[config.mk]
export PLATFORM = sky130hd
export DESIGN_NAME = cdb_arbiter
export DESIGN_NICKNAME = d
export VERILOG_FILES = /design/src/common/dispatch_pkg.sv /design/src/design/cdb_arbiter.sv
export SDC_FILE = /design/constraint.sdc
export NUM_CORES = 1
export LEC_CHECK = 0
export ABC_AREA = 1
export BUFFER_PORTS_ARGS = -buffer_cell sky130_fd_sc_hd__buf_2
export CORE_MARGIN = 5
export CORE_UTILIZATION = 29
export CTS_CLUSTER_SIZE = 20
export DETAILED_ROUTE_END_ITERATION = 6
export GPL_TIMING_DRIVEN = 0
export PLACE_DENSITY_LB_ADDON = 0.12
export SLEW_MARGIN = 0
export SYNTH_ARGS = -nofsm -noshare
export SYNTH_HDL_FRONTEND = slang
export SYNTH_SLANG_ARGS = --single-unit
[constraint.sdc]
create_clock -name clk -period 4.7 [get_ports clk]
set_clock_uncertainty 0.2 [all_clocks]
set_input_delay 0.94 -clock clk [delete_from_list [all_inputs] [get_ports clk]]
set_output_delay 0.94 -clock clk [all_outputs]
set_load 0.1 [all_outputs]
[src/common/dispatch_pkg.sv]
package dispatch_pkg;

    localparam int XLEN     = 32;
    localparam int NUM_PREG = 64;
    localparam int PREG_W   = $clog2(NUM_PREG);

    // queue order as seen by dispatch and the top level
    localparam int IQ_ALU0 = 0;
    localparam int IQ_ALU1 = 1;
    localparam int IQ_MDU  = 2;
    localparam int IQ_LSU  = 3;

    typedef logic [XLEN-1:0]   word_t;
    typedef logic [PREG_W-1:0] preg_t;

    // alu codes plus mul-low for the mdu
    typedef enum logic [2:0] {
        OP_ADD = 3'd0,
        OP_SUB = 3'd1,
        OP_AND = 3'd2,
        OP_OR  = 3'd3,
        OP_XOR = 3'd4,
        OP_SLL = 3'd5,
        OP_SLT = 3'd6,
        OP_MUL = 3'd7
    } alu_op_t;

    typedef enum logic [1:0] {
        FU_ALU = 2'd0,
        FU_MDU = 2'd1,
        FU_LSU = 2'd2
    } fu_kind_t;

endpackage
[src/design/cdb_arbiter.sv]
`timescale 1ns/10ps

module cdb_arbiter (
    input  logic                        clk,
    input  logic                        rst_n_i,
    input  logic [3:0]                  res_valid_i,
    input  dispatch_pkg::preg_t [3:0]   res_dst_i,
    input  dispatch_pkg::word_t [3:0]   res_data_i,
    output logic [3:0]                  res_grant_o,
    output logic [1:0]                  cdb_valid_o,
    output dispatch_pkg::preg_t [1:0]   cdb_dst_o,
    output dispatch_pkg::word_t [1:0]   cdb_data_o
);

import dispatch_pkg::*;

logic [1:0] ptr_q;
logic [1:0] ptr_n;
logic [1:0] idx;

// walk from the pointer, fill slot 0 then slot 1
always_comb begin
    res_grant_o = '0;
    cdb_valid_o = '0;
    cdb_dst_o   = '0;
    cdb_data_o  = '0;
    ptr_n       = ptr_q;
    idx         = ptr_q;
    for (int i = 0; i < 4; i++) begin
        if (res_valid_i[idx] && !cdb_valid_o[1]) begin
            if (!cdb_valid_o[0]) begin
                cdb_valid_o[0] = 1'b1;
                cdb_dst_o[0]   = res_dst_i[idx];
                cdb_data_o[0]  = res_data_i[idx];
            end else begin
                cdb_valid_o[1] = 1'b1;
                cdb_dst_o[1]   = res_dst_i[idx];
                cdb_data_o[1]  = res_data_i[idx];
            end
            res_grant_o[idx] = 1'b1;
            ptr_n            = idx + 2'd1;
        end
        idx = idx + 2'd1;
    end
end

always_ff @(posedge clk or negedge rst_n_i) begin
    if (!rst_n_i) begin
        ptr_q <= 2'd0;
    end else begin
        ptr_q <= ptr_n;
    end
end

endmodule

==> flow_summary_export.csv <==
group,metric,value,unit
cts,cts-root-buf,"clkbuf_16",
global_routing,grt-busiest-layer,"met2",
detailed_routing,wirelength,32690,um
layout,nets,1610,
global_routing,grt_usage,0.2758,
global_routing,grt_max_degree,32,
layout,multi_input_area,4922,sq um
synth,ys_warn_count,0,
cts,cts-resized-gates,21,
detailed_routing,ant_nets,0,
synth,ys_seq_area_frac,0.008943,
detailed_routing,via_per_inst,5.501,
worst_hold_path,hold_class,"input pin to asynchronous set/reset pin",
synth,yosysUniqueCellTypes,32,
place,io_buffer_count,239,
synth,syn_nets,1369,
global_routing,grt_pass1_wl,49060,um
synth,synthMuxAreaShare,0.005366,
cts,h-tree-depth,1,
die,die_h,148.9,um
sta,hold_viol,0,
synth,ys_ff_latch,2,
detailed_routing,vias,9363,
synth,synthCells,1203,
worst_setup_path,cp_cell_sequence,"clkbuf_4, inv_4, ha_1, buf_2, inv_2, nand3_1, nand2_2, nor2_2, a21oi_4, nand2_2, buf_6, buf_6, o21ai_1, buf_2",
die,core-area,18830,sq um
global_routing,use_met3,0.04801,
sta,finalSetupViolations,0,
worst_setup_path,timing.setup.critical_path_class,"flop to output pin",
sta,fin_crit_sh,0.9777,
die,row_count,50,
status,status,"finished, final reports clean",
synth,synth_common_cells,"387 x nand2_1, 313 x o21ai_0, 96 x nor2_1, 74 x inv_1, 52 x a21oi_1",
cts,cts_sinks,2,
place,routabilityCongestion,0.9783,
detailed_routing,drtIter0Drc,961,
worst_setup_path,critPathMaxFanout,22,
synth,synth_top_area_share,0.2799,
layout,area_growth,34.03,%
detailed_routing,remaining_drc_errors,0,
cts,cts_tree,"built",
synth,synthXorXnorAreaFrac,0,
cts,clkTransAtPathRegs,0.03,ns
layout,finalInstanceArea,7501,sq um
die,initial_core_util,0.2972,
layout,fillers,2241,
worst_setup_path,setup.worst_path.start_class,"flop",
cts,cts_setup_buffers,0,
layout,n_antenna_cell,0,
cts,clkLatencyLatePin,0.22,ns
synth,synthMostInstantiatedCell,"nand2_1",
synth,synth_compound_area_frac,0.4281,
layout,ff_latch_area,50.05,sq um
layout,fin_util,0.3983,
die,num_io_pins,240,
sta,layout_min_cycle_time,4.595,ns
layout,biggestRegsByFlops,"ptr_q: 2 flops",
global_routing,antenna_found_initial,0,
global_routing,first_global_vias,8782,
detailed_routing,firstDrtPassIters,7,
die,die_w,148.9,um
global_routing,use_met2,0.4422,
synth,synth_edf_count,0,
sta,tightestPinTransition,0.7352,ns
synth,synth_top_family_by_area,"compound AO/OA/AOI/OAI gates",
synth,synthSimpleGateAreaFrac,0.4051,
synth,synth.area.top_cells,"o21ai_0 28%, nand2_1 26%, nor2_1 6.4%",
global_routing,grt_use_met1,0.3736,
worst_setup_path,critical_path_required,3.56,ns
detailed_routing,wl_per_cell,19.21,um
synth,ys.flop_type,"dfrtp_1",
place,postPlaceCellArea,7242,sq um
synth,async_reset_ff_frac,1.000,
worst_setup_path,cpPeakStageDelay,0.48,ns
synth,syn_area,5597,sq um
worst_setup_path,critical_path_buf_inv_count,7,
flow_run,maxCapViolCount,0,
cts,numCtsBuffers,3,
layout,largest_reg_flops,2,
layout,regMostFlops,"ptr_q",
worst_setup_path,cp_top_family,"buffers and inverters",
layout,post_route_cells_drive_above_1_share,0.2705,
sta,maxSlewViolCount,0,
cts,cts_buffer_depth,2,
synth,syn_avg_cell_area,4.652,sq um
die,dieArea,22180,sq um
sta,whs,0.3010,ns
worst_setup_path,arrival,3.46,ns
sta,fmax,0.2176,GHz
synth,synth_fa_ha_area_frac,0.01789,
sta,relSlewSlack,0.5099,
synth,yosysTopAreaCell,"o21ai_0",
place,hpwlAfterDp,25080,um
global_routing,overflow,0,
cts,ctsHoldBuffers,0,
worst_setup_path,crit_path_end_kind,"output pin",
worst_setup_path,cpMaxStageDelayCell,"buf_2",
[cell usage in the layout, fill, tap and decap left out, types with 16 or more instances in the layout]
cell type / n
clkbuf_1: 35
nand2_1: 387
o211ai_1: 35
clkbuf_4: 32
or2_2: 26
o21ai_1: 32
nor2_1: 96
o21ai_0: 292
buf_4: 19
clkbuf_2: 16
o21ai_2: 37
buf_2: 219
nand3_1: 20
a21oi_1: 52
inv_1: 74
[layout make-up]
type	count	area share
Tap cell	260	0.04337
Sequential cell	2	0.006672
Inverter	84	0.04237
Timing Repair Buffer	239	0.1817
Multi-Input combinational cell	1020	0.6562
Clock buffer	3	0.01001
Buffer	94	0.05972
[metrics by stage]
step / TNS (ns) / std cells / worst slack [ns]
detailed placement: -34.37 / 1702 / -0.5811
floorplan: -5.989 / 1203 / -0.2583
CTS: 0 / 1702 / 0.02584
finish: 0 / 1702 / 0.1046
global route: -0.006856 / 1702 / -0.004512
global placement: -34.61 / 1702 / -0.5907
[per-layer routing]
metal	wire length [um]	vias to the layer above
li1	-	4478
met3	3971	70
met1	13320	4190
met2	14390	625
met5	0	-
met4	1007	0
[logic make-up (layout without fill, tap and decap cells)]
| logic type | after synthesis | after routing |
|---|---|---|
| AND/OR/NAND/NOR | 555 | 555 |
| AO/OA/AOI/OAI | 454 | 454 |
| buffers and inverters | 181 | 420 |
| adder cells (fa/ha/maj) | 8 | 8 |
| multiplexers | 3 | 3 |
| flip-flops | 2 | 2 |
[worst paths after layout]
kind | start | end | slack (ns) | depth (start not counted)
worst min-delay path | rst_n_i | ptr_q[1] | 0.30 | 1
worst max register to register | ptr_q[1] | ptr_q[0] | 1.56 | 13
worst min register to register | ptr_q[1] | ptr_q[1] | 0.71 | 3
worst max-delay path | ptr_q[1] | cdb_data_o[36] | 0.10 | 14
max in group asynchronous | rst_n_i | ptr_q[0] | 3.90 | 1
min in group clk | ptr_q[1] | ptr_q[1] | 0.71 | 3
Power is left out: the tool's default activity adds up to more than one toggle a clock period on the data nets, which glitch-free logic cannot reach.
