File: src/common/dispatch_pkg.sv
package dispatch_pkg;

    localparam int XLEN     = 32;
    localparam int NUM_PREG = 64;
    localparam int PREG_W   = $clog2(NUM_PREG);

    // queue order as seen by dispatch and the top level
    localparam int IQ_ALU0 = 0;
    localparam int IQ_ALU1 = 1;
    localparam int IQ_MDU  = 2;
    localparam int IQ_LSU  = 3;

    typedef logic [XLEN-1:0]   word_t;
    typedef logic [PREG_W-1:0] preg_t;

    // alu codes plus mul-low for the mdu
    typedef enum logic [2:0] {
        OP_ADD = 3'd0,
        OP_SUB = 3'd1,
        OP_AND = 3'd2,
        OP_OR  = 3'd3,
        OP_XOR = 3'd4,
        OP_SLL = 3'd5,
        OP_SLT = 3'd6,
        OP_MUL = 3'd7
    } alu_op_t;

    typedef enum logic [1:0] {
        FU_ALU = 2'd0,
        FU_MDU = 2'd1,
        FU_LSU = 2'd2
    } fu_kind_t;

endpackage
File: src/design/exec_unit.sv
`timescale 1ns/10ps

module exec_unit #(
    parameter dispatch_pkg::fu_kind_t KIND = dispatch_pkg::FU_ALU
) (
    input  logic                   clk,
    input  logic                   rst_n_i,
    input  logic                   flush_i,
    input  logic                   iss_valid_i,
    input  dispatch_pkg::alu_op_t  iss_op_i,
    input  dispatch_pkg::word_t    iss_a_i,
    input  dispatch_pkg::word_t    iss_b_i,
    input  dispatch_pkg::preg_t    iss_dst_i,
    input  logic                   res_grant_i,
    output logic                   iss_ready_o,
    output logic                   res_valid_o,
    output dispatch_pkg::preg_t    res_dst_o,
    output dispatch_pkg::word_t    res_data_o
);

import dispatch_pkg::*;

word_t result;
logic  take;

// free again once the held result is granted
assign iss_ready_o = ~res_valid_o | res_grant_i;
assign take        = iss_valid_i & iss_ready_o;

always_comb begin
    case (KIND)
        FU_MDU:  result = iss_a_i * iss_b_i;
        FU_LSU:  result = iss_a_i + iss_b_i;
        default: begin
            case (iss_op_i)
                OP_ADD:  result = iss_a_i + iss_b_i;
                OP_SUB:  result = iss_a_i - iss_b_i;
                OP_AND:  result = iss_a_i & iss_b_i;
                OP_OR:   result = iss_a_i | iss_b_i;
                OP_XOR:  result = iss_a_i ^ iss_b_i;
                OP_SLL:  result = iss_a_i << iss_b_i[4:0];
                OP_SLT:  result = {31'd0, $signed(iss_a_i) < $signed(iss_b_i)};
                default: result = iss_a_i * iss_b_i;
            endcase
        end
    endcase
end

always_ff @(posedge clk or negedge rst_n_i) begin
    if (!rst_n_i) begin
        res_valid_o <= 1'b0;
    end else if (flush_i) begin
        res_valid_o <= 1'b0;
    end else if (take) begin
        res_valid_o <= 1'b1;
    end else if (res_grant_i) begin
        res_valid_o <= 1'b0;
    end
end

always_ff @(posedge clk) begin
    if (take) begin
        res_dst_o  <= iss_dst_i;
        res_data_o <= result;
    end
end

endmodule

File: config.mk
export PLATFORM = sky130hd
export DESIGN_NAME = exec_unit
export DESIGN_NICKNAME = d
export VERILOG_FILES = /design/src/common/dispatch_pkg.sv /design/src/design/exec_unit.sv
export SDC_FILE = /design/constraint.sdc
export NUM_CORES = 2
export LEC_CHECK = 0
export ABC_AREA = 1
export BUFFER_PORTS_ARGS = -buffer_cell sky130_fd_sc_hd__buf_2
export CORE_ASPECT_RATIO = 1.2
export CORE_MARGIN = 10
export CORE_UTILIZATION = 50
export CTS_CLUSTER_DIAMETER = 80
export DETAILED_ROUTE_END_ITERATION = 6
export PLACE_DENSITY = 0.67
export SYNTH_ARGS = -nofsm -noshare
export SYNTH_HDL_FRONTEND = slang
export SYNTH_SLANG_ARGS = --single-unit
File: constraint.sdc
create_clock -name clk -period 3.82 [get_ports clk]
set_clock_uncertainty 0.2 [all_clocks]
set_input_delay 0.573 -clock clk [delete_from_list [all_inputs] [get_ports clk]]
set_output_delay 0.573 -clock clk [all_outputs]
set_load 0.03 [all_outputs]
==> flow_summary.ini <==
[run_status]
outcome = finished, violations left
violations = negative setup slack

[logic_synthesis]
syn_avg_cell_area_um2 = 6.982
ys_warn_count = 0
syn_area_mm2 = 0.02539
synthCells = 3637
ys.flop_type = edfxtp_1
synthDominantCellAreaShare_pct = 32.32
ys_types = 72
yosysSeqAreaShare_pct = 4.592
synth_nets = 4345
synth-async-reset-ratio_pct = 2.564
yosysTopAreaCell = fa_1
synth_edf_count = 38
ys_ff_latch = 39
synthTopCellsByArea = fa_1 (32%), inv_1 (14%), nand2_1 (14%)

[die]
core_area_mm2 = 0.05022
fp.dieW_um = 225.7
start_util_pct = 50.56
num_rows = 90
ios = 118
fp.dieH_um = 266.9
dieArea_mm2 = 0.06024

[sta]
slew_headroom_pct = 49.10
max_freq_ghz = 0.1450
fin_ws_ns = -3.077
tightest_slew_ns = 0.7626
finalSetupViolCount = 28
period_needed_ns = 6.897
rsz0062_at_grt = true
drv_slew = 0
hold_ws_ns = 0.2012
fin_crit_sh_pct = 180.6
finalHoldViolations = 0

[cells_and_area]
drive_above_1_share_pct = 25.95
layout_commonest_cell = inv_1
multi_input_area_mm2 = 0.02146
final_cell_mix = inv_1 (895), nand2_1 (886), buf_4 (468)
area_delta_synth_final_pct = 29.22
fillers = 4342
final_core_util_pct = 65.34
seq_area_mm2 = 0.001166
fin_nets = 4853

[setup_path]
crit_arrival_ns = 6.70
crit_type = input pin to register
startpoint_type = input pin
crit_required_ns = 3.62
path_max_fanout = 4
endpoint_kind = register

[routing]
final_antenna_net_count = 0
firstDrtPassIters = 7
wirelength_um = 104900
dr_total_vias = 26150
drtIter0Drc = 2603
avgViaCountPerCell = 5.458
routedWlPerCell_um = 21.89
drc = 0

[place]
gp_congestion = 1.049
dp_hpwl_um = 88330
io_buffers = 117

[global_route]
grt_first_pass_wirelength_um = 156300
antenna_found_initial = 5
grt_use_total_pct = 34.47
gr-total-overflow = 0
first_global_vias = 26780
grt_max_degree = 39

[cts]
cts-htree-levels = 2
clkTransAtPathRegs_ns = 0.07
cts_buffers = 5
clockBufferDepth = 2
ctsRootBufferMaster = clkbuf_16
cts_tree = yes
clk_latency_ns = 0.31
cts.sinks = 39

[worst_hold_path]
hp-class = input pin to register

[run]
cap_violations = 0
## layer usage
layer  share of wire, %  wire [um]  track usage [%]
met5              0.022         23                0
met4                6.3       6645            17.87
met3                8.7       9146            6.106
met2                 48      50460            58.14
met1                 37      38630            41.31
## sequential cells by signal, summed over array words and instances, names as in the netlist
name / cells
res_data_o: 32
res_dst_o: 6
res_valid_o: 1
## Yosys cell counts (all sizes together), types with 4 or more instances
library cell    n
inv           966
nand2         957
fa            410
ha            220
o21ai         179
nor2          156
a21oi         137
nand3         133
buf           101
clkbuf         68
nand4          46
edfxtp         38
nor3           27
xor2           25
o21bai         17
o22ai          16
xnor2          13
a221oi         12
a21o           10
a31oi          10
mux2i          10
o2111ai         9
o211ai          9
o21a            9
o221ai          9
or2             8
a211oi          6
nand3b          6
nor4            6
a21boi          4
o31ai           4
## per-stage QoR
| stage | TNS [ns] | cells | area (um2) | worst slack, ns |
|---|---|---|---|---|
| 5_1_grt | -71.79 | 4791 | 32810 | -3.178 |
| 3_5_place_dp | -83.15 | 4739 | 30590 | -3.710 |
| 4_1_cts | -65.77 | 4771 | 32130 | -2.949 |
| 6_report | -68.53 | 4792 | 32810 | -3.077 |
| 2_1_floorplan | -63.73 | 3637 | 26090 | -3.095 |
| 3_3_place_gp | -82.13 | 4739 | 30590 | -3.629 |
## worst max-delay path, cell delays in order
cell and delay [ns]:
clkbuf_4 0.16, nand2_1 0.09, inv_1 0.06, fa_1 0.53, inv_1 0.06, fa_1 0.49, fa_1 0.56, fa_1 0.53
inv_2 0.04, fa_1 0.50, fa_1 0.44, fa_2 0.58, fa_1 0.46, ha_4 0.33, nand4_1 0.18, nor3_4 0.16
nand4_1 0.11, nand3_2 0.12, buf_4 0.13, buf_6 0.09, a21oi_2 0.05, o21ai_2 0.11, buf_6 0.14, nand4_1 0.20
## worst paths after layout
kind / start / end / slack [ns] / cells past startpoint
max in group asynchronous: rst_n_i / res_valid_o / 2.98 / 2
setup / recovery: iss_a_i[18] / res_data_o[23] / -3.08 / 24
hold / removal: flush_i / res_valid_o / 0.20 / 2
hold reg to reg: res_valid_o / res_valid_o / 0.42 / 2
min in group asynchronous: rst_n_i / res_valid_o / 0.36 / 2
setup reg to reg: res_valid_o / res_data_o[27] / 2.12 / 2
## cells by family (layout without fill, tap and decap cells)
kind of cell             after synthesis  count (layout)  synth area share (%)
other                                  0               2                     0
AND/OR/NAND/NOR                     1341            1341                 21.94
XOR/XNOR                              38              38                 1.311
multiplexers                          10              10                0.4435
AO/OA/AOI/OAI                        443             443                 10.92
flip-flops                            39              39                 4.592
adder cells (fa/ha/maj)              630             630                 43.16
buffers and inverters               1136            1645                 17.63
## repair_timing
| item | 4_1_cts | 5_1_grt |
|---|---|---|
| pin swaps | 158 | 115 |
| hold endpoints to repair | 1 | 0 |
| gates resized for setup | 308 | 157 |
| setup buffers | 25 | 20 |
| hold buffers | 1 | 0 |
| endpoints found under the setup margin | 29 | 29 |
## cell type report
type | instances | share of cell area, %
Antenna cell | 2 | 0.01525
Clock inverter | 3 | 0.06101
Sequential cell | 39 | 3.554
Inverter | 967 | 11.08
Clock buffer | 5 | 0.3813
Tap cell | 644 | 2.456
Multi-Input combinational cell | 2462 | 65.39
Timing Repair Buffer | 670 | 17.06
Power is not shown: default switching activity piles up to over one toggle a cycle in this logic, so the estimate is an artifact.
