`config.mk`:
```
export PLATFORM = sky130hd
export DESIGN_NAME = dispatch
export DESIGN_NICKNAME = d
export VERILOG_FILES = /design/src/common/dispatch_pkg.sv /design/src/design/dispatch/dispatch.sv
export SDC_FILE = /design/constraint.sdc
export NUM_CORES = 1
export LEC_CHECK = 0
export ABC_AREA = 1
export BUFFER_PORTS_ARGS = -buffer_cell sky130_fd_sc_hd__buf_2
export CORE_AREA = 2 2 262 264
export DETAILED_ROUTE_END_ITERATION = 6
export DIE_AREA = 0 0 264 266
export GPL_ROUTABILITY_DRIVEN = 1
export PLACE_DENSITY_LB_ADDON = 0.05
export SLEW_MARGIN = 10
export SYNTH_ARGS = -nofsm -noshare
export SYNTH_HDL_FRONTEND = slang
export SYNTH_SLANG_ARGS = --single-unit
```
`constraint.sdc`:
```
create_clock -name clk -period 1.9 [get_ports clk]
set_input_delay 0.095 -clock clk [delete_from_list [all_inputs] [get_ports clk]]
set_output_delay 0.095 -clock clk [all_outputs]
set_load 0.05 [all_outputs]
```
`src/common/dispatch_pkg.sv`:
```
package dispatch_pkg;

    localparam int XLEN     = 32;
    localparam int NUM_PREG = 64;
    localparam int PREG_W   = $clog2(NUM_PREG);

    // queue order as seen by dispatch and the top level
    localparam int IQ_ALU0 = 0;
    localparam int IQ_ALU1 = 1;
    localparam int IQ_MDU  = 2;
    localparam int IQ_LSU  = 3;

    typedef logic [XLEN-1:0]   word_t;
    typedef logic [PREG_W-1:0] preg_t;

    // alu codes plus mul-low for the mdu
    typedef enum logic [2:0] {
        OP_ADD = 3'd0,
        OP_SUB = 3'd1,
        OP_AND = 3'd2,
        OP_OR  = 3'd3,
        OP_XOR = 3'd4,
        OP_SLL = 3'd5,
        OP_SLT = 3'd6,
        OP_MUL = 3'd7
    } alu_op_t;

    typedef enum logic [1:0] {
        FU_ALU = 2'd0,
        FU_MDU = 2'd1,
        FU_LSU = 2'd2
    } fu_kind_t;

endpackage
```
`src/design/dispatch/dispatch.sv`:
```
`timescale 1ns/10ps

module dispatch (
    input  logic                             clk,
    input  logic                             rst_n_i,
    input  logic                             flush_i,
    input  logic [1:0]                       rn_valid_i,
    input  dispatch_pkg::fu_kind_t [1:0]     rn_kind_i,
    input  dispatch_pkg::alu_op_t  [1:0]     rn_op_i,
    input  dispatch_pkg::preg_t    [1:0]     rn_dst_i,
    input  dispatch_pkg::preg_t    [3:0]     rn_src_i,
    input  logic [3:0]                       rn_src_rdy_i,
    input  dispatch_pkg::word_t    [3:0]     rn_arf_data_i,
    input  logic [3:0]                       rn_use_imm_i,
    input  dispatch_pkg::word_t    [1:0]     rn_imm_i,
    input  logic                             rn_pkt_valid_i,
    input  logic [1:0]                       cdb_valid_i,
    input  dispatch_pkg::preg_t    [1:0]     cdb_dst_i,
    input  dispatch_pkg::word_t    [1:0]     cdb_data_i,
    input  dispatch_pkg::word_t    [3:0]     rf_data_i,
    input  logic [3:0]                       rf_cmp_i,
    input  logic [3:0]                       iq_room_i,
    output dispatch_pkg::preg_t    [3:0]     rf_src_o,
    output logic                             rn_pkt_ready_o,
    output logic                             iq_wr_en_o,
    output logic [3:0][1:0]                  iq_choose_o,
    output dispatch_pkg::alu_op_t  [1:0]     iq_op_o,
    output dispatch_pkg::preg_t    [1:0]     iq_dst_o,
    output dispatch_pkg::preg_t    [3:0]     iq_src_o,
    output dispatch_pkg::word_t    [3:0]     iq_data_o,
    output logic [3:0]                       iq_data_rdy_o
);

import dispatch_pkg::*;

// set for one cycle after a flush and out of reset
logic blk_q;

always_ff @(posedge clk or negedge rst_n_i) begin
    if (!rst_n_i) begin
        blk_q <= 1'b1;
    end else begin
        blk_q <= flush_i;
    end
end

// every queue must be able to take a full packet
assign rn_pkt_ready_o = (&iq_room_i) & ~flush_i & ~blk_q;
assign iq_wr_en_o     = rn_pkt_valid_i & rn_pkt_ready_o;

assign rf_src_o = rn_src_i;
assign iq_src_o = rn_src_i;
assign iq_op_o  = rn_op_i;
assign iq_dst_o = rn_dst_i;

// operand select, lowest priority first so later hits win
always_comb begin
    for (int i = 0; i < 4; i++) begin
        iq_data_o[i]     = rf_data_i[i];
        iq_data_rdy_o[i] = rf_cmp_i[i];
        for (int c = 0; c < 2; c++) begin
            if (cdb_valid_i[c] && (cdb_dst_i[c] == rn_src_i[i])) begin
                iq_data_o[i]     = cdb_data_i[c];
                iq_data_rdy_o[i] = 1'b1;
            end
        end
        if (rn_src_rdy_i[i]) begin
            iq_data_o[i]     = rn_use_imm_i[i] ? rn_imm_i[i/2] : rn_arf_data_i[i];
            iq_data_rdy_o[i] = 1'b1;
        end
    end
end

// alu split by destination parity, mdu and lsu may take both slots
always_comb begin
    iq_choose_o = '0;
    for (int s = 0; s < 2; s++) begin
        if (rn_valid_i[s]) begin
            case (rn_kind_i[s])
                FU_ALU: begin
                    if (rn_dst_i[s][0]) begin
                        iq_choose_o[IQ_ALU1][s] = 1'b1;
                    end else begin
                        iq_choose_o[IQ_ALU0][s] = 1'b1;
                    end
                end
                FU_MDU:  iq_choose_o[IQ_MDU][s] = 1'b1;
                FU_LSU:  iq_choose_o[IQ_LSU][s] = 1'b1;
                default: iq_choose_o[IQ_ALU0][s] = 1'b0;
            endcase
        end
    end
end

endmodule

```
==> flow_summary.yaml <==
run_status:
  outcome: "finished clean"
drt:
  wire_per_inst_um: 22.36
  finalWirelength_um: 71990
  avgViaCountPerCell: 4.262
  drc: 0
  ant_nets: 0
  first_pass_iters: 5
  vias: 13720
  drt_iter0_drc: 1005
layout:
  area_growth_pct: 63.15
  final_cells: 3220
  layout.nets: 2797
  top_register: "blk_q"
  fin_util: 0.2002
  drive_above_1_share: 0.3564
  final_common_cell: "buf_2"
  layout_common_cells: "570 x buf_2, 516 x nand2_1, 331 x nand3_1"
  regArea_um2: 26.28
  multi_input_area_um2: 6381
  reg_top3: "blk_q: 1 flops"
  largest_reg_flops: 1
  fillCellCount: 8116
  design_area_um2: 13560
critical_path:
  setup.worst_path.start: "cdb_valid_i[0]"
  critPathRequiredTime_ns: 1.80
  setup.worst_path.start_class: "primary input"
  cp-end-kind: "primary output"
  cp_max_fo: 13
  critical_path_class: "in2out"
  critical_path_arrival_ns: 1.72
  endpoint: "iq_data_o[87]"
synth:
  syn-num-nets: 2256
  syn_area_um2: 8313
  synthCells: 1790
  synth_edf_count: 0
  synth-seq-cells: 1
  ys_types: 31
  synthXorXnorAreaFrac: 0.005268
  synth_area_per_cell_um2: 4.644
  synth_top_area_cell: "nand2_1"
  synth_warnings: 0
  synthAdderAreaFrac: 0
  synth_top_cell_area_share: 0.2375
  synth-compound-area-share: 0.2425
  synthTopCellsByArea: "nand2_1 24%, nand3_1 20%, o21ai_0 13%"
  synth_mux_area_frac: 0
  synth_top_family_by_area: "simple AND/OR/NAND/NOR gates"
  yosysSeqAreaShare: 0.003161
  synthArstFlopShare: 1.000
  synth-simple-area-share: 0.5041
  synth_ff_type: "dfstp_2"
floorplanning:
  num_rows: 96
  start_util: 0.1227
  chipHeight_um: 266
  io_pins: 674
  die_area_um2: 70220
  die_width_um: 264
  core_um2: 67750
global_routing:
  grt.total_usage: 0.1927
  grt_overflow: 0
  grt_pass1_vias: 13820
  grt_first_pass_wirelength_um: 99190
  antenna_found_initial: 20
  grt_start_max_net_pins: 65
sta:
  rsz0062_at_grt: "yes"
  max-slew-margin-rel: 0.5618
  clock.fmax_ghz: 0.5496
  slew_viol_final: 0
  fin_crit_sh: 0.9577
  setup_viol: 0
  worstMarginPinSlew_ns: 0.6504
  finalCriticalPeriod_ns: 1.820
  fin_setup_tns_ns: 0
  hold_viol_final: 0
place:
  dp.final_hpwl_um: 60120
  dp_cells: 3194
  routabilityCongestion: 0.8631
  placed_area_um2: 13090
  portBuffers: 641
power_and_ir_drop:
  power_mw: 4.369
  power.static_leakage_nw: 7.697
  vdd_drop_max_v: 0.0001409
  power_density_nw_per_um2: 322.1
flow_run:
  cap_violations: 0
clocking:
  clk_pin_slew_ns: 0
  postCtsHoldBufs: 0
worst_hold_path:
  min_path_type: "in2async"
## metrics by stage
step | hold WS (ns) | worst slack (ns)
finish | 0.02781 | 0.08041
global route | 0.03080 | -0.02638
CTS | 0.02977 | -0.03041
detailed placement | 0.02977 | -0.09472
global placement | 0.02965 | -0.08993
floorplan | -0.05284 | 0.1980
## power breakdown
part	switching (mW)	internal [mW]	leakage [nW]	total [mW]
combinational	2.96	1.39	7.69	4.34
sequential	0.000480	0.0236	0.0105	0.0240
clock	0	0.000000552	0.0000593	0.000000552
## synth_stat cells, types with 2 or more instances
cell,instances
clkinv_1,2
nand2_2,3
buf_6,6
xnor2_1,4
inv_1,231
o22ai_1,2
inv_2,14
buf_1,14
nand3_2,30
buf_4,66
nand3_1,334
nor2_2,11
o21ai_1,9
o21ai_0,218
nand2_1,526
nor2_1,23
buf_2,50
clkbuf_1,65
a21oi_1,170
## what timing repair did
action,in CTS,in global routing
resized for setup,5,97
hold endpoints to repair,0,0
buffers inserted,2,14
pin swaps,2,10
endpoints found under the setup margin,23,84
gates cloned,0,1
## critical path, cell delays in order
cell and delay (ns):
buf_2 0.10, clkinvlp_4 0.17, a21oi_2 0.19, nand2_1 0.12, nor2_4 0.14, buf_12 0.14
buf_12 0.14, nand3_1 0.09, nand3_2 0.08, nand2_1 0.09, nand2_1 0.10, clkbuf_4 0.23
## cell type report
cell class                      instances  share of cell area
Multi-Input combinational cell       1341              0.4705
Tap cell                              882             0.08137
Antenna cell                            9            0.001661
Inverter                              247             0.06873
Timing Repair Buffer                  740              0.3758
Sequential cell                         1            0.001937
## kinds of logic (layout without fill, tap and decap cells)
family                    count (synthesis)  after routing
xor gates and xnor gates                  5              5
other                                     0              9
and+or+nand+nor                         935            935
AOI/OAI and AO/OA                       401            401
buffers and inverters                   448            987
DFF                                       1              1
## worst min-delay path by stage
stage	slack (ns)	to	depth (start not counted)	startpoint
floorplan	-0.05	blk_q	0	rst_n_i
global placement	0.03	blk_q	1	rst_n_i
detailed placement	0.03	blk_q	1	rst_n_i
CTS	0.03	blk_q	1	rst_n_i
global route	0.03	blk_q	1	rst_n_i
finish	0.03	blk_q	1	rst_n_i
## per-layer routing
metal / global-route usage / vias to the layer above / wire, um / part of all wire
met1: 0.2380 / 6279 / 30150 / 0.42
met5: 0 / - / 100 / 0.0014
li1: - / 6799 / - / -
met2: 0.3549 / 558 / 36680 / 0.51
met4: 0.03517 / 18 / 1010 / 0.014
met3: 0.02791 / 69 / 4049 / 0.056
(Power assumes the default switching activity.)
