`src/common/dispatch_pkg.sv`:
```
package dispatch_pkg;

    localparam int XLEN     = 32;
    localparam int NUM_PREG = 64;
    localparam int PREG_W   = $clog2(NUM_PREG);

    // queue order as seen by dispatch and the top level
    localparam int IQ_ALU0 = 0;
    localparam int IQ_ALU1 = 1;
    localparam int IQ_MDU  = 2;
    localparam int IQ_LSU  = 3;

    typedef logic [XLEN-1:0]   word_t;
    typedef logic [PREG_W-1:0] preg_t;

    // alu codes plus mul-low for the mdu
    typedef enum logic [2:0] {
        OP_ADD = 3'd0,
        OP_SUB = 3'd1,
        OP_AND = 3'd2,
        OP_OR  = 3'd3,
        OP_XOR = 3'd4,
        OP_SLL = 3'd5,
        OP_SLT = 3'd6,
        OP_MUL = 3'd7
    } alu_op_t;

    typedef enum logic [1:0] {
        FU_ALU = 2'd0,
        FU_MDU = 2'd1,
        FU_LSU = 2'd2
    } fu_kind_t;

endpackage
```
`src/design/issue_queue/issue_queue.sv`:
```
`timescale 1ns/10ps

module issue_queue #(
    parameter int IQ_DEPTH = 4
) (
    input  logic                           clk,
    input  logic                           rst_n_i,
    input  logic                           flush_i,
    input  logic                           wr_en_i,
    input  logic [1:0]                     choose_i,
    input  dispatch_pkg::alu_op_t [1:0]    op_i,
    input  dispatch_pkg::preg_t   [1:0]    dst_i,
    input  dispatch_pkg::preg_t   [3:0]    src_i,
    input  dispatch_pkg::word_t   [3:0]    data_i,
    input  logic [3:0]                     data_rdy_i,
    input  logic [1:0]                     cdb_valid_i,
    input  dispatch_pkg::preg_t   [1:0]    cdb_dst_i,
    input  dispatch_pkg::word_t   [1:0]    cdb_data_i,
    input  logic                           iss_ready_i,
    output logic                           room_o,
    output logic                           iss_valid_o,
    output dispatch_pkg::alu_op_t          iss_op_o,
    output dispatch_pkg::word_t            iss_a_o,
    output dispatch_pkg::word_t            iss_b_o,
    output dispatch_pkg::preg_t            iss_dst_o
);

import dispatch_pkg::*;

// entries kept packed toward index 0, which is the oldest
logic [IQ_DEPTH-1:0] vld_q;
logic [IQ_DEPTH-1:0] vld_n;
alu_op_t             op_q   [IQ_DEPTH];
alu_op_t             op_n   [IQ_DEPTH];
preg_t               dst_q  [IQ_DEPTH];
preg_t               dst_n  [IQ_DEPTH];
preg_t [1:0]         src_q  [IQ_DEPTH];
preg_t [1:0]         src_n  [IQ_DEPTH];
word_t [1:0]         data_q [IQ_DEPTH];
word_t [1:0]         data_n [IQ_DEPTH];
logic  [1:0]         rdy_q  [IQ_DEPTH];
logic  [1:0]         rdy_n  [IQ_DEPTH];

int   sel_idx;
int   nxt;
int   tail;
logic shift;
logic fire;

// packed order means the last two being free is the same as two free
assign room_o = ~vld_q[IQ_DEPTH-2];

// oldest entry with both operands ready
always_comb begin
    iss_valid_o = 1'b0;
    sel_idx     = 0;
    for (int k = IQ_DEPTH - 1; k >= 0; k--) begin
        if (vld_q[k] && (&rdy_q[k])) begin
            iss_valid_o = 1'b1;
            sel_idx     = k;
        end
    end
end

assign iss_op_o  = op_q[sel_idx];
assign iss_a_o   = data_q[sel_idx][0];
assign iss_b_o   = data_q[sel_idx][1];
assign iss_dst_o = dst_q[sel_idx];
assign fire      = iss_valid_o & iss_ready_i;

always_comb begin
    tail = 0;
    for (int k = 0; k < IQ_DEPTH; k++) begin
        // close the gap left by the issued entry
        shift     = fire && (k >= sel_idx);
        nxt       = (shift && (k != IQ_DEPTH - 1)) ? k + 1 : k;
        vld_n[k]  = vld_q[nxt] & ~(shift && (k == IQ_DEPTH - 1));
        op_n[k]   = op_q[nxt];
        dst_n[k]  = dst_q[nxt];
        src_n[k]  = src_q[nxt];
        data_n[k] = data_q[nxt];
        rdy_n[k]  = rdy_q[nxt];

        // cdb wakeup
        for (int o = 0; o < 2; o++) begin
            for (int c = 0; c < 2; c++) begin
                if (!rdy_n[k][o] && cdb_valid_i[c] && (cdb_dst_i[c] == src_n[k][o])) begin
                    rdy_n[k][o]  = 1'b1;
                    data_n[k][o] = cdb_data_i[c];
                end
            end
        end
        if (vld_n[k]) begin
            tail++;
        end
    end

    // new slots land behind every current entry, slot 0 first
    for (int s = 0; s < 2; s++) begin
        if (wr_en_i && choose_i[s]) begin
            for (int k = 0; k < IQ_DEPTH; k++) begin
                if (k == tail) begin
                    vld_n[k]  = 1'b1;
                    op_n[k]   = op_i[s];
                    dst_n[k]  = dst_i[s];
                    src_n[k]  = src_i[2*s +: 2];
                    data_n[k] = data_i[2*s +: 2];
                    rdy_n[k]  = data_rdy_i[2*s +: 2];
                end
            end
            tail++;
        end
    end
end

always_ff @(posedge clk or negedge rst_n_i) begin
    if (!rst_n_i) begin
        vld_q <= '0;
    end else if (flush_i) begin
        vld_q <= '0;
    end else begin
        vld_q <= vld_n;
    end
end

always_ff @(posedge clk) begin
    op_q   <= op_n;
    dst_q  <= dst_n;
    src_q  <= src_n;
    data_q <= data_n;
    rdy_q  <= rdy_n;
end

endmodule

```
`config.mk`:
```
export PLATFORM = sky130hd
export DESIGN_NAME = issue_queue
export DESIGN_NICKNAME = d
export VERILOG_FILES = /design/src/common/dispatch_pkg.sv /design/src/design/issue_queue/issue_queue.sv
export SDC_FILE = /design/constraint.sdc
export NUM_CORES = 2
export LEC_CHECK = 0
export BUFFER_PORTS_ARGS = -buffer_cell sky130_fd_sc_hd__buf_2
export CAP_MARGIN = 30
export CORE_ASPECT_RATIO = 1.25
export CORE_MARGIN = 5
export CORE_UTILIZATION = 60
export CTS_CLUSTER_SIZE = 25
export DETAILED_ROUTE_END_ITERATION = 16
export PLACE_DENSITY_LB_ADDON = 0.15
export SETUP_SLACK_MARGIN = 0.4
export SYNTH_ARGS = -nofsm -noshare
export SYNTH_HDL_FRONTEND = slang
export SYNTH_SLANG_ARGS = --single-unit
```
`constraint.sdc`:
```
create_clock -name clk -period 6.8 [get_ports clk]
set_input_delay 1.36 -clock clk [delete_from_list [all_inputs] [get_ports clk]]
set_output_delay 1.36 -clock clk [all_outputs]
set_load 0.005 [all_outputs]
```
==> out/metrics.cfg <==
[synthesis]
yosysSeqAreaShare_pct=26.0
yosys_warnings=0
synth_enable_flop_cells=0
postSynthCellCount=3903
synth_cell_type_count=81
yosys_register_bits=352
mappedNetlistNets=4168
synthArstFlopShare_pct=1.14
syn-mean-instance-area_um2=6.96
netlist_area_um2=27200
synth_top_flop_cell=dfxtp_1

[sta]
timing.final.hold_violations=0
fin_worst_skew_ps=19.0
slew-limit-headroom_pct=28.7
min_period_over_period_pct=88.0
timing.final.ws_setup_ps=813
min_period_ps=5990
setup-tns-final_ps=0
rsz_0062_raised_after_global_routing=false
max_clock_freq_mhz=167
max_slew_violation_total_from_the_final_report=0
tightestPinTransition_ps=1070
setup_viol_count_final=0

[cells_and_area]
final_layout_size_suffix_gt1_share_pct=14.9
layout_commonest_cell=nand2_1
layout_common_cells=926 x nand2_1, 348 x dfxtp_1, 333 x buf_2, 258 x nor2_1, 240 x a21oi_1
num-nets-final=4195
area_growth_pct=11.0

[setup_path]
worstSetupPathType=in2reg
crit_fanout=32
worst_ep_arrival_time_ps=6490
worst_setup_path_end_kind=flip-flop
required_ps=7310
worst_r2r_endpoint=data_q[215]
ff2ff_path_depth=16
crit_path_end=data_q[215]
rr_startpoint=vld_q[0]
ff2ff_setup_slack_ps=1210
setup.worst_path.start_class=input pin
startpoint=iss_ready_i

[clock_network]
post_cts_resize_count=0
post_cts_setup_buffer_count=0
clk_latency_ps=600
cts.sink_count=352
cts_tree=done
numCtsBuffers=41
cts_root_buffer=clkbuf_16
htree_num_levels=2
cts_buffer_depth=3
path_clk_slew_ps=60
cts_hold_buffers=0

[pwr]
worst_ir_drop_vdd_uv=320
power_switching_share_pct=43.0
power.net_switching_uw=5800
totalPowerFinal_uw=13500
internal_power_uw=7700
seq_power_share_pct=30.0
power_density_nw_per_um2=448
power_share_of_the_clock_group_pct=17.2
power.combinational.fraction_pct=52.8
power.leakage_uw=0.0133

[placed_design]
worst_case_setup_slack_after_placement_ps=426
placement.io_buffers=333
place_hpwl_mm=70.0
gpl.final_weighted_congestion=1.02

[global_routing]
grt_pass1_wl_mm=166
antenna_found_initial=23
global_route.overflow_total=0
grt_start_max_net_pins=105
grt_usage_pct=41.9
via_count_of_the_first_global_routing_pass=28400

[floorplanning]
coreArea_um2=45000
floorplan.initialDensity_pct=60.4
pin_count=334
fp-row-count=87
die_area_um2=49600
dieWidth_um=200
die-height_um=248

[job]
cap_violations=0

[drt]
drtAntennaViolNets=0
drt_wl_total_mm=110
remaining_drc_errors=0
detailedRoute.firstIterationViolations=3540
avgRoutedWirePerCell_um=24.2
detailroute.via_count=30700
first_pass_iters=6
route.detailed.vias_per_inst=6.74

[outcome]
status=finished, final reports clean

[hold_path]
hold_start=op_q[0]
hp-class=reg2reg

-- worst max-delay path, cell delays in order --
cell and delay [ps]:
buf_2 200, and4_4 550, nor2_4 90, nor2_1 110, a21oi_1 70, ha_1 410, nand2b_1 130, a32oi_1 90
a311oi_4 460, inv_1 110, ha_1 290, a311oi_1 680, nor2_1 310, and3_4 300, nor2_4 820, o211ai_1 230
a41oi_2 250
-- metrics by stage --
step                      cell area, um2  instances  hold WS, ps  util [%]
after global routing               30100       4542          569      67.0
after global placement             28700       4463          533      63.9
final                              30100       4553          566      67.0
after detailed placement           28800       4465          548      64.0
after floorplan                    27200       3903          513         -
after CTS                          30100       4536          561      67.0
-- worst min path at each step --
stage	to	slack [ps]	cells after the start
2_1_floorplan	dst_q[0]	510	2
3_3_place_gp	dst_q[0]	530	2
3_5_place_dp	op_q[0]	550	2
4_1_cts	dst_q[5]	560	2
5_1_grt	vld_q[0]	570	1
6_report	op_q[0]	570	2
-- per-layer routing --
| layer | global-route usage [%] | up-vias | share of wire, % |
|---|---|---|---|
| li1 | - | 13900 | - |
| met1 | 49.9 | 14100 | 35 |
| met5 | 0 | - | 0.12 |
| met3 | 7.61 | 558 | 11 |
| met2 | 67.8 | 2135 | 45 |
| met4 | 31.4 | 20 | 8.9 |
-- logic make-up (layout without fill, tap and decap cells) --
kind of cell	after synthesis	in the layout	synth area share [%]
compound gates	1213	1213	29.3
xor+xnor	69	69	2.30
fa+ha+maj	6	6	0.276
buf+inv	452	507	7.57
flops	352	352	26.0
mux	270	270	10.2
other cells	0	17	0
simple gates	1541	1541	24.3
-- final cells by class --
cell class / instances / area (um2)
Clock buffer: 59 / 1160
Antenna cell: 17 / 42.5
Timing Repair Buffer: 415 / 2670
Clock inverter: 12 / 183
Fill cell: 4156 / 14800
Sequential cell: 352 / 7070
Inverter: 21 / 78.8
Tap cell: 578 / 723
Multi-Input combinational cell: 3099 / 18200
-- power groups by stage --
stage	clock, uW	sequential, uW	combinational [uW]
global placement	0	4030	6790
CTS	2320	4010	6990
finish	2320	4050	7130
detailed placement	0	4050	6940
floorplan	0	3740	5140
global route	2420	4160	7790
-- flip-flops by register name, indices dropped and copies added, names as in the netlist --
signal,flops
dst_q,24
rdy_q,8
data_q,256
op_q,12
vld_q,4
src_q,48
-- synthesized netlist by cell type (all sizes together), types with 2 or more instances --
| library cell | count | area [um2] |
|---|---|---|
| nand3 | 132 | 671 |
| o211ai | 67 | 508 |
| and3 | 10 | 62.6 |
| ha | 6 | 75.1 |
| a211o | 2 | 17.5 |
| mux2i | 219 | 2200 |
| xnor2 | 42 | 375 |
| o31a | 32 | 280 |
| or4 | 5 | 37.5 |
| a311oi | 4 | 52.6 |
| nor4 | 9 | 86.3 |
| a32oi | 3 | 26.3 |
| nor2 | 260 | 986 |
| o2111ai | 9 | 78.8 |
| mux2 | 51 | 574 |
| o22ai | 53 | 332 |
| a41o | 19 | 190 |
| a21oi | 240 | 1200 |
| clkbuf | 270 | 1010 |
| o221ai | 2 | 17.5 |
| a41oi | 33 | 364 |
| o2bb2ai | 14 | 123 |
| and4 | 8 | 72.6 |
| buf | 161 | 961 |
| a311o | 2 | 20.0 |
| inv | 21 | 78.8 |
| nor3 | 13 | 76.3 |
| a31oi | 123 | 776 |
| or2 | 2 | 12.5 |
| nand4 | 14 | 100 |
| a2111oi | 11 | 141 |
| dfxtp | 348 | 6970 |
| o21ai | 283 | 1420 |
| or3 | 4 | 25.0 |
| a21o | 97 | 728 |
| and2 | 82 | 516 |
| nand2b | 52 | 325 |
| dfrtp | 4 | 100 |
| nand2 | 930 | 3500 |
| a211oi | 206 | 1560 |
| o31ai | 4 | 30.0 |
| nand4b | 2 | 17.5 |
| xor2 | 26 | 228 |
| nor2b | 15 | 93.8 |
Note: power is estimated with default switching activity, not from simulation.
