### config.mk
export PLATFORM = sky130hd
export DESIGN_NAME = result_file
export DESIGN_NICKNAME = d
export VERILOG_FILES = /design/src/common/dispatch_pkg.sv /design/src/design/result_file.sv
export SDC_FILE = /design/constraint.sdc
export NUM_CORES = 2
export LEC_CHECK = 0
export BUFFER_PORTS_ARGS = -buffer_cell sky130_fd_sc_hd__buf_2
export CAP_MARGIN = 30
export CORE_ASPECT_RATIO = 0.5
export CORE_MARGIN = 1.5
export CORE_UTILIZATION = 65
export DETAILED_ROUTE_END_ITERATION = 10
export PLACE_DENSITY_LB_ADDON = 0.2
export SLEW_MARGIN = 0
export SYNTH_ARGS = -nofsm -noshare
export SYNTH_HDL_FRONTEND = slang
export SYNTH_SLANG_ARGS = --single-unit
### constraint.sdc
create_clock -name clk -period 2.95 [get_ports clk]
set_input_delay 0.59 -clock clk [delete_from_list [all_inputs] [get_ports clk]]
set_output_delay 0.59 -clock clk [all_outputs]
set_load 0.02 [all_outputs]
### src/common/dispatch_pkg.sv
package dispatch_pkg;

    localparam int XLEN     = 32;
    localparam int NUM_PREG = 64;
    localparam int PREG_W   = $clog2(NUM_PREG);

    // queue order as seen by dispatch and the top level
    localparam int IQ_ALU0 = 0;
    localparam int IQ_ALU1 = 1;
    localparam int IQ_MDU  = 2;
    localparam int IQ_LSU  = 3;

    typedef logic [XLEN-1:0]   word_t;
    typedef logic [PREG_W-1:0] preg_t;

    // alu codes plus mul-low for the mdu
    typedef enum logic [2:0] {
        OP_ADD = 3'd0,
        OP_SUB = 3'd1,
        OP_AND = 3'd2,
        OP_OR  = 3'd3,
        OP_XOR = 3'd4,
        OP_SLL = 3'd5,
        OP_SLT = 3'd6,
        OP_MUL = 3'd7
    } alu_op_t;

    typedef enum logic [1:0] {
        FU_ALU = 2'd0,
        FU_MDU = 2'd1,
        FU_LSU = 2'd2
    } fu_kind_t;

endpackage
### src/design/result_file.sv
`timescale 1ns/10ps

module result_file (
    input  logic                        clk,
    input  logic                        rst_n_i,
    input  logic [1:0]                  cdb_valid_i,
    input  dispatch_pkg::preg_t [1:0]   cdb_dst_i,
    input  dispatch_pkg::word_t [1:0]   cdb_data_i,
    input  dispatch_pkg::preg_t [3:0]   rd_src_i,
    output dispatch_pkg::word_t [3:0]   rd_data_o,
    output logic [3:0]                  rd_cmp_o
);

import dispatch_pkg::*;

word_t               mem_q [NUM_PREG];
logic [NUM_PREG-1:0] cmp_q;

always_ff @(posedge clk) begin
    for (int s = 0; s < 2; s++) begin
        if (cdb_valid_i[s]) begin
            mem_q[cdb_dst_i[s]] <= cdb_data_i[s];
        end
    end
end

// complete bits only set here, flush leaves them alone
always_ff @(posedge clk or negedge rst_n_i) begin
    if (!rst_n_i) begin
        cmp_q <= '0;
    end else begin
        for (int s = 0; s < 2; s++) begin
            if (cdb_valid_i[s]) begin
                cmp_q[cdb_dst_i[s]] <= 1'b1;
            end
        end
    end
end

always_comb begin
    for (int i = 0; i < 4; i++) begin
        rd_data_o[i] = mem_q[rd_src_i[i]];
        rd_cmp_o[i]  = cmp_q[rd_src_i[i]];
    end
end

endmodule

==> results by group, run 1 <==
Yosys
  • Mapped Cells: 10000
  • Synth Flop Type: edfxtp_1
  • Netlist Area Pre-Place: 156000 um2
  • Sequential area share after synthesis: 0.405
  • YS warnings: 0
  • Yosys reg bits: ~2100
  • Fraction of synthesized area in multiplexers: 0.472
  • EDFF count, synth: approximately 2000
  • Netlist cell types: between 60 and 70
  • Post-synthesis adder-cell area fraction: 0
  • Syn Area/Cell: around 16 um2
  • Synth Area in Simple Gates: 0.0232
  • Synth Area in Compound Gates: 0.0582
  • XOR/XNOR share of the synthesized area: 0
  • Fraction of registers with async set/reset: 0.0303
  • Post-Syn Nets: 10100
  • Largest family of logic cells by synthesized area: multiplexers

Clock network
  • Clock sink count: 2112
  • Clock root cell: clkbuf_16
  • Num CTS Buffers: 206
  • Clock Path Buffers: 4
  • Max H-tree Level: 4

Floorplan
  • Chip Width: ~700 um
  • I/O pins: 236
  • Effective utilization at floorplan: 0.657
  • Std-Cell Rows: roughly 130
  • Die Span Y: between 300 and 400 um

Global route
  • Initial antenna violation count: around 140
  • Largest net degree at the start of global routing: between 60 and 70
  • Grt ovf: roughly 130
  • GR Util All Layers: 0.846

Run status
  • First Err: [ERROR GRT-0232] Routing congestion too high. Check the congestion heatmap in the GUI.
  • Failing step: global routing
  • Status: did not finish

Placed design
  • GPL Wtd Cong: between 1 and 1.5
  • Final HPWL DP: 564 mm
  • IO buf count: 235

Timing
  • Worst setup endpoint after the global-route repair_timing: rd_data_o[108]
  • WEP type: primary output
-- cells in the mapped netlist, types with 53 or more instances --
library cell	instances	area share
buf_2	302	0.0097
nor2b_1	59	0.0024
mux2i_1	335	0.022
edfxtp_1	2048	0.39
o22ai_1	430	0.017
buf_1	229	0.0055
nand2_1	143	0.0034
o221ai_1	123	0.0069
clkbuf_1	694	0.017
buf_4	144	0.0069
a22o_1	109	0.0061
or2_2	72	0.0029
a21oi_1	142	0.0046
mux4_2	2007	0.29
o21ai_0	92	0.0030
nor3_1	53	0.0017
mux2_2	2165	0.16
nor2_1	134	0.0032
dfrtp_1	64	0.010
a221oi_1	139	0.0078
a211oi_1	56	0.0027
o22a_1	61	0.0034
-- stage by stage --
stage          hold slack, ns  setup WS (ns)  cells  area, um2   util
4_1_cts                 0.231         -0.866  14900     196000  0.825
3_5_place_dp            0.529          -1.66  14200     179000  0.753
3_3_place_gp            0.513          -1.87  14200     179000  0.753
2_1_floorplan           0.294         -0.469  10000     156000      -
-- routing by layer --
layer  overflow  track usage
met4         23        0.740
met5         14        0.689
met3         43        0.820
met1         22        0.865
met2         23        0.912
-- cell families after synthesis --
logic type	count (synthesis)
AND/OR/NAND/NOR	690
multiplexers	4543
AO/OA/AOI/OAI	1280
flip-flops	2112
buffers and inverters	1410
-- timing repair --
item	in CTS
endpoints found under the setup margin	132
gates cloned	35
hold endpoints to repair	32
resized for setup	1361
pin swaps	253
hold buffers	1
setup buffers	362
==> inputs of run 2 (changes only) <==
--- a/config.mk
+++ b/config.mk
@@ -7,11 +7,10 @@
 export LEC_CHECK = 0
 export BUFFER_PORTS_ARGS = -buffer_cell sky130_fd_sc_hd__buf_2
 export CAP_MARGIN = 30
-export CORE_ASPECT_RATIO = 0.5
 export CORE_MARGIN = 1.5
-export CORE_UTILIZATION = 65
+export CORE_UTILIZATION = 40
 export DETAILED_ROUTE_END_ITERATION = 10
-export PLACE_DENSITY_LB_ADDON = 0.2
+export PLACE_DENSITY_LB_ADDON = 0.15
 export SLEW_MARGIN = 0
 export SYNTH_ARGS = -nofsm -noshare
 export SYNTH_HDL_FRONTEND = slang
==> run 2 against run 1 <==
  * The flow now finishes, with violations (negative setup slack)
  * Synthesized cell count stayed put
  * Area after synthesis stayed put
==> results by group, run 2 <==
Placed design
  • Final HPWL DP: about 680 mm
  • GPL Wtd Cong: around 1.0
  • Area post-placement: ~190000 um2
  • Pre-CTS setup slack: -1.63 ns
  • IO buf count: 235
  • Placed Cells: approximately 16000

Floorplan
  • Std-Cell Rows: between 200 and 250
  • I/O pins: 236
  • Die Span Y: 627 um
  • Chip Width: approximately 630 um
  • Effective utilization at floorplan: 0.401
  • Core Region: between 300000 and 400000 um2
  • Die Area: roughly 390000 um2

Clock network
  • CTS tree: built
  • Num CTS Buffers: about 270
  • Clock root cell: clkbuf_16
  • Max H-tree Level: 5
  • Clock Path Buffers: 4
  • Worst skew pair latency: ~0.96 ns
  • Clock sink count: between 2000 and 2500
  • Reg clk slew, reported paths: 0.06 ns

Yosys
  • Post-Syn Nets: about 10000
  • Cell with the most instances after synthesis: mux2_2
  • Top-area cell type share of the netlist area: 0.395
  • Netlist cell types: 62
  • Fraction of registers with async set/reset: 0.0303
  • Synth Flop Type: edfxtp_1
  • Post-synthesis adder-cell area fraction: 0
  • Synth Area in Simple Gates: 0.0232
  • Netlist Area Pre-Place: 156000 um2
  • Syn Area/Cell: around 16 um2
  • Area leader, netlist: edfxtp_1
  • YS warnings: 0
  • Largest cells by area after synthesis: edfxtp_1, mux4_2, mux2_2
  • XOR/XNOR share of the synthesized area: 0
  • EDFF count, synth: around 2000
  • Yosys reg bits: 2112
  • Synth Area in Compound Gates: 0.0582
  • Mapped Cells: 10000
  • Fraction of synthesized area in multiplexers: 0.472
  • Sequential area share after synthesis: 0.405
  • Largest family of logic cells by synthesized area: multiplexers
  • Top cells by instance count after synthesis: mux2_2, edfxtp_1, mux4_2

Detailed routing
  • WL final: roughly 1000 mm
  • DRC viols: 0
  • Detailed Routing Iterations Pass 1: 6
  • Wire per inst: 56.1 um
  • Met1 WL: approximately 340 mm
  • Top sig layer: met5
  • Routed Antenna Nets: 0
  • Via count: ~130k
  • Vias/cell: between 7 and 8
  • Routed length on met2: a little under 400 mm
  • 1st-iter DRT viols: 24100
  • Met3 WL: around 150 mm

Timing
  • Final setup fails: approximately 130
  • Final slew viol count: 0
  • Final hold viol count: 0
  • Setup TNS: -88.25 ns
  • F_max: around 0.25 GHz
  • Worst-Margin Slew: between 1 and 1.5 ns
  • Fin worst setup slack: -1.03 ns
  • RSZ-0062 raised after global routing: true
  • Relative slew slack: 0.230
  • Clock Skew: 0 ns
  • Final period util: 1.35
  • Tmin final: ~4.0 ns
  • Hold slack: 0.0899 ns

Worst setup path
  • CP Capture Type: output pin
  • Crit path DAT: 3.39 ns
  • Worst reg2reg path startpoint: cmp_q[6]$_DFF_PN0_
  • Worst setup path startpoint: rd_src_i[11]
  • Worst r2r path cells: 2
  • Setup CP Type: primary input to output pin
  • Required @ worst endpoint: around 2.4 ns
  • Startpoint types: primary input
  • Max FO, Critical Path: 11

Cells and area
  • Most frequent cells in the layout: mux2_2, edfxtp_1, mux4_2, buf_4, buf_12
  • Share of post-route cells with drive strength above 1: 0.709
  • # fillers: around 32000
  • Nets@finish: about 12000
  • Flip-flop count of the largest register after layout: roughly 2000
  • Area delta synth->final: 32.8%
  • Non-Filler Instances: ~17000
  • Final Util: 0.532
  • Commonest non-fill, non-tap cell in the layout: mux2_2
  • Sequential cell area: about 63000 um2
  • Post-route cell area: 207000 um2
  • Area taken by multi-input logic gates: ~94000 um2

Power
  • Max VDD drop: around 0.45 mV
  • Pwr/cell area: between 400 and 500 nW/um2
  • Total Power: between 90 and 100 mW
  • Leakage: 71.6 nW

Global route
  • GR Util All Layers: 0.488
  • Initial antenna violation count: 83
  • Vias in the first global route: ~130k
  • Largest net degree at the start of global routing: between 60 and 70
  • First-pass GRT wire length: 1260 mm
  • Grt ovf: 0

Run
  • Max-cap viol count: 0

Worst hold path
  • Hold path depth: 2
  • Hold Path Class: primary input to flip-flop
  • Hold Startpoint: cdb_data_i[12]

Run status
  • Status: finished with violations
  • Failing checks: negative setup slack
-- run 2: cell counts after synthesis --
Identical to the previous run, type by type.
-- run 2: layout make-up --
cell class	instances	area share
antenna	48	0.000581
clock inverter	142	0.00666
clock buffer	347	0.0356
multi-input combinational	6513	0.455
inverter	2	0.0000423
tap	5197	0.0314
sequential	2112	0.305
timing repair buffer	3054	0.166
-- run 2: power by group --
part / internal, mW / switching (mW)
Combinational: 10.5 / 13.3
Clock: 19.6 / 15.0
Sequential: 33.6 / 0.652
Total: 63.8 / 29.0
-- run 2: path summary, 6_finish.rpt --
kind	end	slack, ns
worst min register to register	cmp_q[38]$_DFF_PN0_	0.54
min in group asynchronous	cmp_q[27]$_DFF_PN0_	0.48
worst max-delay path	rd_data_o[62]	-1.03
worst min-delay path	mem_q[27][12]$_DFFE_PP_	0.09
worst max register to register	cmp_q[6]$_DFF_PN0_	1.98
max in group asynchronous	cmp_q[46]$_DFF_PN0_	1.54
-- run 2: per-layer routing --
metal | GRT usage | vias up
met4 | 0.379 | 60
li1 | - | 46900
met5 | 0.00543 | -
met3 | 0.202 | 3056
met1 | 0.614 | 70300
met2 | 0.661 | 13300
-- run 2: timing repair --
item,in CTS,in global routing
setup endpoints to repair,132,132
hold buffers,1,0
gates cloned,23,4
endpoints found under the hold margin,33,0
pin swaps,259,176
resized for setup,1366,352
setup buffers,314,198
-- run 2: kinds of logic after synthesis --
kind of cell    Yosys count
compound gates         1280
buf+inv                1410
flops                  2112
mux                    4543
simple gates            690
-- run 2: worst max-delay path, stage by stage --
cell	delay, ns
buf_2	0.20
buf_12	0.20
nor2b_4	0.09
buf_6	0.21
nor2_1	0.11
buf_4	0.17
buf_12	0.14
a31o_4	0.16
a32oi_1	0.05
buf_4	0.23
nor4_4	0.88
buf_4	0.28
(Power assumes the default switching activity.)
